--- src/zxKeyPkg.sv ---
// Shared matrix sizes, key index type and PS/2 set 2 codes; only scan code set 2 is supported
`default_nettype none

package zxKeyPkg;

    // ==============================
    // Matrix geometry
    // ==============================
    localparam int ROWS = 8;                  // Half rows selected by A15..A8
    localparam int COLS = 5;                  // Keys per half row, D0..D4

    // One Spectrum key position in the matrix
    typedef struct packed {
        logic       valid;                    // Clear means no key
        logic [2:0] row;                      // Half row, 0 is CAPS SHIFT..V
        logic [2:0] col;                      // Bit within the row
    } keyIdx;

    localparam keyIdx KEY_NONE = '{valid: 1'b0, row: 3'd0, col: 3'd0};

    // ==============================
    // PS/2 prefix and shift codes
    // ==============================
    localparam logic [7:0] SC_EXTEND  = 8'hE0;   // Extended key follows
    localparam logic [7:0] SC_RELEASE = 8'hF0;   // Break code follows
    localparam logic [7:0] SC_LSHIFT  = 8'h12;   // Left shift, local state only
    localparam logic [7:0] SC_RSHIFT  = 8'h59;   // Right shift, local state only

    // ==============================
    // Modifier keys on the Spectrum side
    // ==============================
    localparam keyIdx CAPS_KEY = '{valid: 1'b1, row: 3'd0, col: 3'd0};  // CAPS SHIFT
    localparam keyIdx SYM_KEY  = '{valid: 1'b1, row: 3'd7, col: 3'd1};  // SYMBOL SHIFT

    // Builds a valid key index from a row and a column
    function automatic keyIdx makeKey(
        input logic [2:0] row,
        input logic [2:0] col
    );
        keyIdx k;
        k.valid = 1'b1;
        k.row   = row;
        k.col   = col;
        return k;
    endfunction

endpackage

`default_nettype wire

--- src/ps2Receiver.sv ---
// PS/2 device-to-host frames only; clk must be many times faster than the PS/2 clock
`timescale 1ns/1ps
`default_nettype none

module ps2Receiver #(
    parameter int FILTER_LEN = 4              // Equal samples needed from 2 to 16
) (
    input  wire logic       clk,
    input  wire logic       nreset,
    input  wire logic       ps2Clk,           // Raw keyboard clock
    input  wire logic       ps2Data,          // Raw keyboard data
    output logic      [7:0] scanCode,         // Valid while a strobe is high
    output logic            scanValid,        // One cycle per good frame
    output logic            scanError         // One cycle per bad frame
);

    localparam int CW = $clog2(FILTER_LEN);

    logic [1:0]    clkSync;                   // Two flop synchronizers
    logic [1:0]    dataSync;
    logic          clkFilt;                   // Debounced PS/2 clock
    logic          clkFiltQ;                  // Previous value for edge detect
    logic [CW-1:0] filtCnt;                   // Run of samples unlike clkFilt
    logic [3:0]    bitCnt;                    // Bits taken in this frame
    logic [11:0]   idleCnt;                   // Cycles with clkFilt high
    logic [9:0]    shiftReg;                  // Start, data and parity shifted LSB first
    logic [10:0]   frame;
    logic          fallEdge;
    logic          frameOk;

    assign fallEdge = clkFiltQ & ~clkFilt;
    assign frame    = {dataSync[1], shiftReg};     // Stop bit is the live sample
    assign frameOk  = !frame[0] && (^frame[9:1]) && frame[10];  // Start, odd parity and stop
    assign scanCode = shiftReg[8:1];

    // ==============================
    // Synchronizer and clock filter
    // ==============================
    always_ff @(posedge clk or negedge nreset) begin
        if (!nreset) begin
            clkSync  <= 2'b11;                // Lines idle high
            dataSync <= 2'b11;
            clkFilt  <= 1'b1;
            clkFiltQ <= 1'b1;
            filtCnt  <= '0;
            idleCnt  <= '0;
        end else begin
            clkSync  <= {clkSync[0], ps2Clk};
            dataSync <= {dataSync[0], ps2Data};
            clkFiltQ <= clkFilt;
            if (clkSync[1] == clkFilt) begin
                filtCnt <= '0;                // Glitch ends the run
            end else if (filtCnt == CW'(FILTER_LEN - 1)) begin
                clkFilt <= clkSync[1];        // Enough equal samples
                filtCnt <= '0;
            end else begin
                filtCnt <= filtCnt + 1'b1;
            end
            if (!clkFilt)
                idleCnt <= '0;
            else if (idleCnt != '1)
                idleCnt <= idleCnt + 1'b1;    // Saturates at 4095
        end
    end

    // ==============================
    // Frame counter and strobes
    // ==============================
    always_ff @(posedge clk or negedge nreset) begin
        if (!nreset) begin
            bitCnt    <= '0;
            scanValid <= 1'b0;
            scanError <= 1'b0;
        end else begin
            scanValid <= 1'b0;
            scanError <= 1'b0;
            if (fallEdge) begin
                if (bitCnt == 4'd10) begin    // Stop bit sampled now
                    bitCnt    <= '0;
                    scanValid <= frameOk;
                    scanError <= !frameOk;
                end else begin
                    bitCnt <= bitCnt + 1'b1;
                end
            end else if (idleCnt == '1) begin
                bitCnt <= '0;                 // Long idle drops a partial frame
            end
        end
    end

    always_ff @(posedge clk) begin
        if (fallEdge && bitCnt != 4'd10)
            shiftReg <= {dataSync[1], shiftReg[9:1]};
    end

    // Device changes data only while the clock is high
    assert property (@(posedge clk) disable iff (!nreset) fallEdge |-> $stable(dataSync[1]));

endmodule

`default_nettype wire

--- src/scanDecoder.sv ---
// Set 2 make/break codes only; right Ctrl and right Alt are not mapped and shift is local state
`timescale 1ns/1ps
`default_nettype none

module scanDecoder
    import zxKeyPkg::*;
(
    input  wire logic       clk,
    input  wire logic       nreset,
    input  wire logic [7:0] scanCode,
    input  wire logic       scanValid,
    input  wire logic       scanError,
    output logic            keyValid,         // One action per cycle
    output keyIdx           keyA,             // Always a valid key with keyValid
    output keyIdx           keyB,             // Second key or KEY_NONE
    output logic            keyUp             // 1 for release and 0 for press
);

    logic        extended;                    // E0 seen
    logic        released;                    // F0 seen
    logic        shifted;                     // Local shift held
    logic        isShift;
    keyIdx [1:0] pair;                        // [1] goes to keyA and [0] to keyB

    assign isShift = !extended && (scanCode == SC_LSHIFT || scanCode == SC_RSHIFT);

    // ==============================
    // Scan code to key mapping
    // ==============================
    always_comb begin
        pair = {KEY_NONE, KEY_NONE};          // Unmapped and shift codes
        if (extended) begin
            case (scanCode)
                8'h6B: pair = {CAPS_KEY, makeKey(3, 4)};   // Left is CAPS + 5
                8'h72: pair = {CAPS_KEY, makeKey(4, 4)};   // Down is CAPS + 6
                8'h75: pair = {CAPS_KEY, makeKey(4, 3)};   // Up is CAPS + 7
                8'h74: pair = {CAPS_KEY, makeKey(4, 2)};   // Right is CAPS + 8
                default: ;
            endcase
        end else begin
            case (scanCode)
                8'h14: pair = {CAPS_KEY, KEY_NONE};        // Ctrl
                8'h1A: pair = {makeKey(0, 1), KEY_NONE};   // Z
                8'h22: pair = {makeKey(0, 2), KEY_NONE};   // X
                8'h21: pair = {makeKey(0, 3), KEY_NONE};   // C
                8'h2A: pair = {makeKey(0, 4), KEY_NONE};   // V
                8'h1C: pair = {makeKey(1, 0), KEY_NONE};   // A
                8'h1B: pair = {makeKey(1, 1), KEY_NONE};   // S
                8'h23: pair = {makeKey(1, 2), KEY_NONE};   // D
                8'h2B: pair = {makeKey(1, 3), KEY_NONE};   // F
                8'h34: pair = {makeKey(1, 4), KEY_NONE};   // G
                8'h15: pair = {makeKey(2, 0), KEY_NONE};   // Q
                8'h1D: pair = {makeKey(2, 1), KEY_NONE};   // W
                8'h24: pair = {makeKey(2, 2), KEY_NONE};   // E
                8'h2D: pair = {makeKey(2, 3), KEY_NONE};   // R
                8'h2C: pair = {makeKey(2, 4), KEY_NONE};   // T
                8'h16: pair = {makeKey(3, 0), KEY_NONE};   // 1
                8'h1E: pair = {makeKey(3, 1), KEY_NONE};   // 2
                8'h26: pair = {makeKey(3, 2), KEY_NONE};   // 3
                8'h25: pair = {makeKey(3, 3), KEY_NONE};   // 4
                8'h2E: pair = {makeKey(3, 4), KEY_NONE};   // 5
                8'h45: pair = {makeKey(4, 0), KEY_NONE};   // 0
                8'h46: pair = {makeKey(4, 1), KEY_NONE};   // 9
                8'h3E: pair = {makeKey(4, 2), KEY_NONE};   // 8
                8'h3D: pair = {makeKey(4, 3), KEY_NONE};   // 7
                8'h36: pair = {makeKey(4, 4), KEY_NONE};   // 6
                8'h4D: pair = {makeKey(5, 0), KEY_NONE};   // P
                8'h44: pair = {makeKey(5, 1), KEY_NONE};   // O
                8'h43: pair = {makeKey(5, 2), KEY_NONE};   // I
                8'h3C: pair = {makeKey(5, 3), KEY_NONE};   // U
                8'h35: pair = {makeKey(5, 4), KEY_NONE};   // Y
                8'h5A: pair = {makeKey(6, 0), KEY_NONE};   // ENTER
                8'h4B: pair = {makeKey(6, 1), KEY_NONE};   // L
                8'h42: pair = {makeKey(6, 2), KEY_NONE};   // K
                8'h3B: pair = {makeKey(6, 3), KEY_NONE};   // J
                8'h33: pair = {makeKey(6, 4), KEY_NONE};   // H
                8'h29: pair = {makeKey(7, 0), KEY_NONE};   // SPACE
                8'h11: pair = {SYM_KEY, KEY_NONE};         // Alt
                8'h3A: pair = {makeKey(7, 2), KEY_NONE};   // M
                8'h31: pair = {makeKey(7, 3), KEY_NONE};   // N
                8'h32: pair = {makeKey(7, 4), KEY_NONE};   // B
                8'h66: pair = {CAPS_KEY, makeKey(4, 0)};   // BACKSPACE is DELETE
                8'h76: pair = {CAPS_KEY, makeKey(7, 0)};   // ESC is BREAK
                // Punctuation keys follow the local shift
                8'h4E: pair = {SYM_KEY, shifted ? makeKey(4, 0) : makeKey(6, 3)};  // _ -
                8'h55: pair = {SYM_KEY, shifted ? makeKey(6, 2) : makeKey(6, 1)};  // + =
                8'h52: pair = {SYM_KEY, shifted ? makeKey(5, 0) : makeKey(4, 3)};  // " '
                8'h4C: pair = {SYM_KEY, shifted ? makeKey(0, 1) : makeKey(5, 1)};  // : ;
                8'h41: pair = {SYM_KEY, shifted ? makeKey(2, 3) : makeKey(7, 3)};  // < ,
                8'h49: pair = {SYM_KEY, shifted ? makeKey(2, 4) : makeKey(7, 2)};  // > .
                8'h4A: pair = {SYM_KEY, shifted ? makeKey(0, 3) : makeKey(0, 4)};  // ? /
                default: ;
            endcase
        end
    end

    // ==============================
    // Prefix and shift state
    // ==============================
    always_ff @(posedge clk or negedge nreset) begin
        if (!nreset) begin
            extended <= 1'b0;
            released <= 1'b0;
            shifted  <= 1'b0;
            keyValid <= 1'b0;
        end else begin
            keyValid <= 1'b0;
            if (scanError) begin
                extended <= 1'b0;             // Broken sequence drops the prefixes
                released <= 1'b0;
            end else if (scanValid) begin
                if (scanCode == SC_EXTEND) begin
                    extended <= 1'b1;
                end else if (scanCode == SC_RELEASE) begin
                    released <= 1'b1;
                end else begin
                    extended <= 1'b0;
                    released <= 1'b0;
                    if (isShift)
                        shifted <= !released;
                    keyValid <= pair[1].valid;    // Unmapped codes stay silent
                end
            end
        end
    end

    always_ff @(posedge clk) begin
        if (scanValid) begin
            keyA  <= pair[1];
            keyB  <= pair[0];
            keyUp <= released;
        end
    end

    // Error branch has priority and would swallow a good code
    assert property (@(posedge clk) disable iff (!nreset) !(scanValid && scanError));

endmodule

`default_nettype wire

--- src/keyMatrix.sv ---
// Active-low 8x5 key state; one action per cycle, keyA and keyB never name the same key
`timescale 1ns/1ps
`default_nettype none

module keyMatrix
    import zxKeyPkg::*;
(
    input  wire logic                   clk,
    input  wire logic                   nreset,
    input  wire logic                   keyValid,
    input  wire keyIdx                  keyA,
    input  wire keyIdx                  keyB,
    input  wire logic                   keyUp,
    output logic [ROWS*COLS-1:0]        keyRows   // Row r at bits r*COLS +: COLS
);

    logic [ROWS-1:0][COLS-1:0] keys;          // 0 means held down

    // ==============================
    // Key state update
    // ==============================
    always_ff @(posedge clk or negedge nreset) begin
        if (!nreset) begin
            keys <= '1;                       // Nothing pressed
        end else if (keyValid) begin
            keys[keyA.row][keyA.col] <= keyUp;
            if (keyB.valid)
                keys[keyB.row][keyB.col] <= keyUp;  // Composite key
        end
    end

    assign keyRows = keys;

    // Decoder table only produces columns 0..4
    assert property (@(posedge clk) disable iff (!nreset)
        keyValid |-> (keyA.col < COLS));

endmodule

`default_nettype wire

--- src/rowReader.sv ---
// Combinational port read; several low address bits AND their rows as on the real ULA
`timescale 1ns/1ps
`default_nettype none

module rowReader
    import zxKeyPkg::*;
(
    input  wire logic [7:0]             addrHigh,  // A15..A8, low selects a row
    input  wire logic [ROWS*COLS-1:0]   keyRows,
    output logic      [COLS-1:0]        keyRow,    // Active low keys
    output logic                        pressed    // Any key down
);

    // ==============================
    // Row select and merge
    // ==============================
    always_comb begin
        keyRow = '1;                          // No row selected reads 1F
        for (int r = 0; r < ROWS; r++) begin
            if (!addrHigh[r])
                keyRow = keyRow & keyRows[r*COLS +: COLS];
        end
    end

    assign pressed = ~&keyRows;               // Any zero anywhere

endmodule

`default_nettype wire

--- src/zxKeyboardTop.sv ---
// PS/2 keyboard to Spectrum matrix; receive only, keyRow and pressed lag scanValid by 2 cycles
`timescale 1ns/1ps
`default_nettype none

module zxKeyboardTop
    import zxKeyPkg::*;
#(
    parameter int FILTER_LEN = 4              // PS/2 clock filter length
) (
    input  wire logic        clk,
    input  wire logic        nreset,
    input  wire logic        ps2Clk,
    input  wire logic        ps2Data,
    input  wire logic [15:0] addr,            // Z80 address bus
    output logic      [4:0]  keyRow,
    output logic             pressed,
    output logic             ps2Error         // Bad frame strobe
);

    logic [7:0]           scanCode;
    logic                 scanValid;
    logic                 scanError;
    logic                 keyValid;
    keyIdx                keyA;
    keyIdx                keyB;
    logic                 keyUp;
    logic [ROWS*COLS-1:0] keyRows;

    ps2Receiver #(
        .FILTER_LEN (FILTER_LEN)
    ) i_ps2Receiver (
        .clk       (clk),
        .nreset    (nreset),
        .ps2Clk    (ps2Clk),
        .ps2Data   (ps2Data),
        .scanCode  (scanCode),
        .scanValid (scanValid),
        .scanError (scanError)
    );

    scanDecoder i_scanDecoder (
        .clk       (clk),
        .nreset    (nreset),
        .scanCode  (scanCode),
        .scanValid (scanValid),
        .scanError (scanError),
        .keyValid  (keyValid),
        .keyA      (keyA),
        .keyB      (keyB),
        .keyUp     (keyUp)
    );

    keyMatrix i_keyMatrix (
        .clk      (clk),
        .nreset   (nreset),
        .keyValid (keyValid),
        .keyA     (keyA),
        .keyB     (keyB),
        .keyUp    (keyUp),
        .keyRows  (keyRows)
    );

    rowReader i_rowReader (
        .addrHigh (addr[15:8]),               // Row select lives in the high byte
        .keyRows  (keyRows),
        .keyRow   (keyRow),
        .pressed  (pressed)
    );

    assign ps2Error = scanError;

endmodule

`default_nettype wire

--- config.mk ---
export PLATFORM = sky130hd
export DESIGN_NAME = zxKeyboardTop
export DESIGN_NICKNAME = d
export VERILOG_FILES = /design/src/zxKeyPkg.sv /design/src/ps2Receiver.sv /design/src/scanDecoder.sv /design/src/keyMatrix.sv /design/src/rowReader.sv /design/src/zxKeyboardTop.sv
export SDC_FILE = /design/constraint.sdc
export NUM_CORES = 1
export LEC_CHECK = 0
export BUFFER_PORTS_ARGS = -buffer_cell sky130_fd_sc_hd__clkbuf_2
export CORE_AREA = 8 8 121 123
export CTS_CLUSTER_SIZE = 8
export DETAILED_ROUTE_END_ITERATION = 7
export DIE_AREA = 0 0 129 131
export HOLD_SLACK_MARGIN = 0.03
export PLACE_DENSITY = 0.63
export SLEW_MARGIN = 40
export SYNTH_ARGS = -nofsm -noshare
export SYNTH_HDL_FRONTEND = slang
export SYNTH_SLANG_ARGS = --single-unit
--- constraint.sdc ---
create_clock -name clk -period 2.3 [get_ports clk]
set_input_delay 0.46 -clock clk [delete_from_list [all_inputs] [get_ports clk]]
set_output_delay 0.46 -clock clk [all_outputs]
set_load 0.01 [all_outputs]
# --- After elaboration in Yosys (flattened, before gate mapping) ---
# Cells that the tools add are included.
# W data, S select, Z words.
totals:
  mem_bits_rw: 0
  wordCells: 192
  ff_bits: 94
  rom_bits: 0
  inputBits: 20
  latch_bits: 0
  memories: 0
  output_inout_bits: 7
op_classes:
  bitwise: 13
  reduce_logical: 22
  add_sub_neg: 3
  div: 0
  mux: 52
  magnitude_cmp: 8
  n_eq_ne: 66
  mul: 0
  n_shift: 0
ops:
  columns: ["op", "n"]
  rows:
  - ["$pmux W14 S49", 1]
  - ["$eq A8 B6 Y1 const B", 23]
  - ["$eq A8 B7 Y1 const B", 22]
  - ["$bwmux W40", 2]
  - ["$eq A8 B5 Y1 const B", 10]
  - ["$pmux W14 S4", 1]
  - ["$mux W5", 11]
  - ["$mux W40", 1]
  - ["$reduce_and A40 Y1", 1]
  - ["$and A5 B5 Y5", 7]
  - ["$demux W5 S3", 2]
  - ["$mux W12", 2]
  - ["$mux W1", 18]
  - ["$mux W6", 3]
  - ["$eq A8 B8 Y1 const B", 2]
  - ["$lt A3 B4 Y1 const B", 4]
  - ["$mux W4", 4]
  - ["$mux W14", 1]
  - ["$add A12 B1 Y12 const B", 1]
  - ["$eq A12 B12 Y1 const B", 1]
  - ["$ge A3 B1 Y1 const B", 4]
  - ["$ne A12 B12 Y1 const B", 1]
  - ["$reduce_xor A9 Y1", 1]
  - ["$logic_and A1 B1 Y1", 8]
  - ["18 further kinds", 33]

# --- Longest topological paths before layout ---
# Gate-level depths: netlist of the first run.
depth:
  ltp_word: 15
  ltp_mapped: 9
  ltp_nobuf: 7

# --- By module ---
# From an unflattened synthesis of the first run, not the netlist that was laid out.
hier_totals:
  cells_unflattened: 634
  area_unflattened_um2: 6362.4
by_module_without_submodules:
  columns: ["module", "seq_area_each_um2", "instances", "cells_per_inst", "area_each_um2"]
  rows:
  - ["keyMatrix", 1051.0, 1, 242, 2596.2]
  - ["scanDecoder", 550.5, 1, 221, 1870.5]
  - ["ps2Receiver", 958.4, 1, 132, 1655.3]
  - ["rowReader", 0.0, 1, 39, 240.2]

# --- Worst setup path before layout of the first run ---
# No wires, ideal clock.
synth_timing:
  path_type: "reg-to-reg"
  start: "register i_ps2Receiver.shiftReg[1]"
  end: "register i_scanDecoder.keyB[4] (netlist name)"
  setup_ps: 263
  path_stages_with_launch: 9
  arrival_ps: 1768
  required_time_ps: 2037
  synth_period_minus_slack_ps: 2031
  path_slack_ps: 269
  n_path_buf: 1
  path_cell_list: "edfxtp_1 > inv_1 > ha_1 > clkbuf_2 > a222oi_1 > o22ai_1 > nor4b_2 > a41o_1 > a22oi_1"
synth_rtl:
  columns: ["item", "line_no", "source"]
  rows:
  - ["from (decl)", "ps2Receiver.sv:26", "logic [9:0] shiftReg;"]
  - ["from (signal assigned)", "ps2Receiver.sv:93", "shiftReg <= {dataSync[1], shiftReg[9:1]};"]

==> impl_metrics.csv, run 1 <==
group,metric,value,unit
die,dieArea,16900,µm²
routing,wl,14100,µm
global_routing,grt_max_degree,63,
setup_path,r2r_setup_slack,70,ps
final_layout,fillers,1186,
status,outcome,"complete, no violations",
power_and_ir_drop,p_leak,2.50,nW
logic_synthesis,syn_area,5630,µm²
logic_synthesis,yosysWarnings,0,
routing,avgRoutedWirePerCell,17.3,µm
power_and_ir_drop,intPower,0.00370,W
clock_tree,path_clk_slew,60,ps
power_and_ir_drop,powerDensity,815,nW/µm²
setup_path,critPathRequiredTime,2470,ps
die,core_area,12900,µm²
clock_tree,cts_root_buffer,"clkbuf_16",
power_and_ir_drop,total_power,0.00543,W
routing,via_per_inst,5.91,
place,dpl.hpwl,10300,µm
power_and_ir_drop,p_clk_frac,0.285,
clock_tree,cts-buffers-inserted,9,
clock_tree,cts_tree,"built",
sta,clock_skew,6.35,ps
power_and_ir_drop,pwr-share-seq,0.384,
logic_synthesis,async_flop_share,0.745,
routing,dr.pass1.iters,5,
setup_path,rr_startpoint,"i_ps2Receiver.shiftReg[1]",
final_layout,nets,671,
final_layout,diodes,0,
die,pin_count,27,
routing,drcViolationCount,0,
logic_synthesis,synth_edf_count,24,
sta,fin_crit,2230,ps
routing,drt_iter0_markers,446,
final_layout,finalCoreUtilization,0.517,
final_layout,final_common_cell,"nand2_1",
logic_synthesis,synth_ff_type,"dfstp_2",
clock_tree,htree_levels,3,
setup_path,reg2reg_to,"i_scanDecoder.keyB[4]",
die,die_w,129,µm
final_layout,area_growth,18.2,%
power_and_ir_drop,swShare,0.319,
min_path,hold_class,"in2async",
routing,dr_total_vias,4800,
clock_tree,numClockSinks,94,
place,port_buffers,18,
setup_path,crit_path_end_kind,"flip-flop",
power_and_ir_drop,vdd_ir_drop_max,716,µV
global_routing,overflow,0,
flow_run,drv_cap,0,
final_layout,drive_gt1_frac,0.319,
sta,final-setup-viol-count,0,
logic_synthesis,synth_cell_types,60,
logic_synthesis,syn_inst,578,
die,start_util,0.437,
power_and_ir_drop,combPwrFrac,0.331,
sta,worst_pin_slew,580,ps
logic_synthesis,syn_avg_cell_area,9.74,µm²
setup_path,reg2regPathDepth,7,
sta,rsz0062_at_grt,"false",
sta,slew_viol_final,0,
sta,clock.fmax,448,MHz
logic_synthesis,synth_seq_cells,94,
setup_path,startpoint_type,"flip-flop",
clock_tree,clockBufferDepth,2,
setup_path,critPathMaxFanout,10,
global_routing,grt_pass1_wl,22900,µm
global_routing,grt_usage,0.173,
sta,timing.final.crit_share,0.971,
global_routing,first_global_vias,4569,
sta,hold_viol_final,0,
logic_synthesis,syn_nets,618,
logic_synthesis,yosysSeqAreaShare,0.449,
die,rows,42,
routing,ant_nets,0,
power_and_ir_drop,switchingPower,0.00173,W
clock_tree,clock_latency,340,ps
sta,slew_headroom,0.613,
die,die_h,131,µm
place,globalplace.congestion,0.907,
global_routing,antenna_found_initial,0,
setup_path,cp.arrival,2410,ps
setup_path,setup.worst_path.class,"reg2reg",
final_layout,final_cell_mix,"nand2_1 (76), o22ai_1 (65), buf_4 (51), dfstp_2 (46), mux2_2 (40)",
[cells in the mapped netlist (3+ instances only)]
| master | n | area [µm²] |
|---|---|---|
| nor3b_1 | 3 | 22.5 |
| o221ai_1 | 3 | 26.3 |
| nor3_1 | 5 | 25.0 |
| mux2_2 | 40 | 450 |
| nor2b_1 | 9 | 56.3 |
| nor2_1 | 29 | 109 |
| a31oi_1 | 6 | 37.5 |
| a22oi_1 | 7 | 52.6 |
| or3b_1 | 3 | 26.3 |
| buf_1 | 4 | 15.0 |
| dfrtp_1 | 24 | 601 |
| xor2_1 | 5 | 43.8 |
| inv_1 | 12 | 45.0 |
| buf_2 | 14 | 70.1 |
| clkbuf_1 | 10 | 37.5 |
| or2_2 | 3 | 18.8 |
| a21oi_1 | 28 | 140 |
| ha_1 | 20 | 250 |
| o22ai_1 | 65 | 407 |
| nand3b_1 | 9 | 67.6 |
| dfstp_2 | 46 | 1210 |
| nand2_1 | 76 | 285 |
| nor4_1 | 14 | 87.6 |
| nand4_1 | 15 | 93.8 |
| nand3_1 | 16 | 80.1 |
| edfxtp_1 | 24 | 721 |
| or3_1 | 6 | 37.5 |
| o21ai_0 | 28 | 140 |
| xnor2_1 | 8 | 70.1 |
| and2_1 | 9 | 56.3 |
| and3_1 | 3 | 18.8 |
[power by group through the flow]
stage,clock network [W],registers (W),logic [W]
floorplan,0,0.00206,0.00103
global route,0.00166,0.00211,0.00196
global placement,0,0.00210,0.00163
finish,0.00155,0.00209,0.00179
detailed placement,0,0.00211,0.00166
CTS,0.00161,0.00209,0.00169
[sequential cells by signal (all words and copies together), names as in the netlist]
signal,cells
i_keyMatrix.keyRows,40
i_ps2Receiver.idleCnt,12
i_ps2Receiver.shiftReg,10
i_scanDecoder.keyB,7
i_scanDecoder.keyA,6
i_ps2Receiver.bitCnt,4
i_ps2Receiver.clkSync,2
i_ps2Receiver.dataSync,2
i_ps2Receiver.filtCnt,2
i_ps2Receiver.clkFilt,1
i_ps2Receiver.clkFiltQ,1
i_ps2Receiver.scanError,1
i_ps2Receiver.scanValid,1
i_scanDecoder.extended,1
i_scanDecoder.keyUp,1
i_scanDecoder.keyValid,1
i_scanDecoder.released,1
i_scanDecoder.shifted,1
[per-layer routing]
layer	up-vias	share of wire	track usage
met5	-	0	0
met4	0	0.029	0.0670
met3	36	0.061	0.0455
met2	175	0.48	0.288
met1	2307	0.43	0.210
li1	2282	-	-
[worst max-delay path by stage]
stage | slack [ps] | to | startpoint | cells past startpoint
floorplan | 270 | i_scanDecoder.keyB[4] | i_ps2Receiver.shiftReg[1] | 8
global placement | -90 | i_scanDecoder.keyB[4] | i_ps2Receiver.shiftReg[3] | 7
detailed placement | -90 | i_scanDecoder.keyB[4] | i_ps2Receiver.shiftReg[3] | 7
CTS | 8 | i_scanDecoder.keyB[4] | i_ps2Receiver.shiftReg[7] | 7
global route | 7 | i_scanDecoder.keyValid | i_ps2Receiver.shiftReg[1] | 9
finish | 70 | i_scanDecoder.keyB[4] | i_ps2Receiver.shiftReg[1] | 7
[cells by family after synthesis]
| family | synth area share |
|---|---|
| flops | 0.449 |
| compound gates | 0.169 |
| mux | 0.0856 |
| simple gates | 0.197 |
| xor+xnor | 0.0202 |
| fa+ha+maj | 0.0445 |
| buf+inv | 0.0347 |
[per-stage QoR]
stage	instances	setup slack (ps)	area (µm²)	hold WS (ps)	setup TNS, ps
after floorplan	578	269	5630	164	0
after global placement	793	-90.0	6220	350	-186
after detailed placement	794	-92.3	6230	347	-180
after CTS	810	7.77	6570	183	0
after global routing	812	6.60	6660	179	0
final	812	65.7	6660	193	0
[critical path, cell delays in order, from the launching register on]
cell and delay, ps:
edfxtp_1 450, inv_1 260, ha_4 280, nand2_1 90
o221ai_1 380, nor4_2 110, a41o_1 300, a22oi_1 210
[layout make-up]
class                      instances  area, µm²  share of cell area
inverter                          12       45.0             0.00677
multi-input combinational        441       3000               0.450
tap                              176        220              0.0331
clock buffer                      12        268              0.0402
timing repair buffer              73        548              0.0823
clock inverter                     4       50.0             0.00752
sequential                        94       2530               0.380
[timing repair]
| item | CTS | global route |
|---|---|---|
| setup buffers | 0 | 2 |
| hold buffers | 0 | 0 |
| setup endpoints to repair | 3 | 4 |
| pin swaps | 0 | 3 |
| gates resized for setup | 8 | 13 |
Power figures use the tool's default switching activity.
==> run 2: changes to the inputs <==
==> constraint.sdc (replaced) <==
create_clock -name clk -period 2.3 [get_ports clk]
set_input_delay 0.115 -clock clk [delete_from_list [all_inputs] [get_ports clk]]
set_output_delay 0.115 -clock clk [all_outputs]
set_load 0.01 [all_outputs]
==> impl_metrics.csv, run 2 (synthesized netlist as in run 1, its figures left out) <==
group,metric,value,unit
status,outcome,"complete, no violations",
place,dp_cells,781,
final_layout,area_growth,17.9,%
sta,fin_crit,2270,ps
place,dpl.hpwl,10300,µm
global_routing,overflow,0,
routing,drcViolationCount,0,
place,globalplace.congestion,0.934,
sta,worst_pin_slew,444,ps
sta,worst_slack,28.9,ps
setup_path,startpoint_type,"flip-flop",
final_layout,finalNonFillerCells,805,
die,die_w,129,µm
routing,drt_iter0_markers,543,
final_layout,multi_input_area,3050,µm²
power_and_ir_drop,powerDensity,802,nW/µm²
final_layout,fillers,1188,
setup_path,crit_path_end_kind,"flip-flop",
die,die_h,131,µm
final_layout,final_cell_mix,"nand2_1 (76), o22ai_1 (65), dfstp_2 (46), buf_4 (41), mux2_2 (40)",
power_and_ir_drop,vdd_ir_drop_max,768,µV
sta,timing.final.crit_share,0.987,
final_layout,nets,664,
global_routing,first_global_vias,4622,
final_layout,diodes,0,
final_layout,drive_gt1_frac,0.316,
power_and_ir_drop,p_leak,2.45,nW
flow_run,drv_cap,0,
sta,rsz0062_at_grt,"true",
clock_tree,htree_levels,3,
sta,clock_skew,9.94,ps
die,start_util,0.437,
sta,slew_viol_final,0,
die,rows,42,
routing,dr.pass1.iters,6,
place,port_buffers,18,
sta,final-setup-viol-count,0,
setup_path,critPathLaunch,"i_ps2Receiver.shiftReg[1]",
sta,slew_headroom,0.701,
place,dpl_cell_area,6130,µm²
final_layout,fin_area,6640,µm²
clock_tree,cts_root_buffer,"clkbuf_16",
global_routing,antenna_found_initial,0,
routing,ant_nets,0,
final_layout,regArea,2530,µm²
clock_tree,clock_latency,350,ps
min_path,hold_class,"in2async",
clock_tree,cts_tree,"built",
global_routing,grt_pass1_wl,23000,µm
die,dieArea,16900,µm²
routing,via_per_inst,6.03,
die,core_area,12900,µm²
final_layout,largest_reg_flops,40,
clock_tree,cts-buffers-inserted,9,
die,pin_count,27,
routing,dr_total_vias,4855,
final_layout,finalCoreUtilization,0.515,
global_routing,grt_usage,0.173,
routing,wl,14300,µm
sta,hold_viol_final,0,
global_routing,grt_max_degree,71,
setup_path,rr_startpoint,"i_ps2Receiver.shiftReg[1]",
clock_tree,clockBufferDepth,2,
final_layout,final_common_cell,"nand2_1",
routing,avgRoutedWirePerCell,17.8,µm
place,dpl_worst_slack,-30.7,ps
sta,clock.fmax,440,MHz
sta,hold_ws,354,ps
setup_path,critPathRequiredTime,2390,ps
clock_tree,numClockSinks,94,
clock_tree,path_clk_slew,70,ps
setup_path,cp.arrival,2360,ps
setup_path,critPathMaxFanout,9,
setup_path,setup.worst_path.class,"reg2reg",
-- run 2: worst paths after layout --
check / cells past startpoint / slack [ps] / end
max: 7 / 30 / i_scanDecoder.keyB[4]
min: 3 / 350 / i_ps2Receiver.idleCnt[9]
max reg2reg: 7 / 30 / i_scanDecoder.keyB[4]
min reg2reg: 0 / 360 / i_ps2Receiver.clkSync[1]
max in group asynchronous: 3 / 1610 / i_ps2Receiver.dataSync[0]
min in group clk: 0 / 360 / i_ps2Receiver.clkSync[1]
-- run 2: routing by layer --
metal / vias to the layer above / share of wire / GRT usage
met5: - / 0 / 0
met4: 0 / 0.022 / 0.0670
met3: 40 / 0.059 / 0.0455
met2: 185 / 0.50 / 0.300
met1: 2369 / 0.42 / 0.202
li1: 2261 / - / -
-- run 2: power by group --
part	switching [W]	leakage [nW]	total [W]	internal [W]
clock	0.000633	0.139	0.00143	0.000801
combinational	0.000975	1.29	0.00179	0.000813
sequential	0.000165	1.02	0.00210	0.00193
total	0.00177	2.45	0.00532	0.00355
-- run 2: critical path, cell delays in order, from the launching register on --
cell      delay, ps
edfxtp_1        430
buf_4           160
ha_2            260
a222oi_1        350
o22ai_1         160
nor4b_4         280
a41o_1          260
a22oi_1         110
-- run 2: timing repair --
item / 4_1_cts / 5_1_grt
pin swaps: 0 / 2
cloned: 0 / 0
buffers inserted: 0 / 5
gates resized for setup: 3 / 27
endpoints found under the setup margin: 2 / 8
hold buffers: 3 / 0
hold endpoints to repair: 26 / 0
-- run 2: area by class of cell --
class	instances	share of cell area
multi-input cells	441	0.460
flip-flops and latches	94	0.381
repair buffers	66	0.0745
clock buffers	10	0.0377
well taps	176	0.0332
inverters	12	0.00679
clock inverters	6	0.00660
-- run 2: per-stage QoR --
step                      setup TNS [ps]  power (W)
after global routing                -113    0.00562
after detailed placement           -48.1    0.00368
after global placement             -12.2    0.00364
after floorplan                        0    0.00309
final                                  0    0.00532
after CTS                              0    0.00515
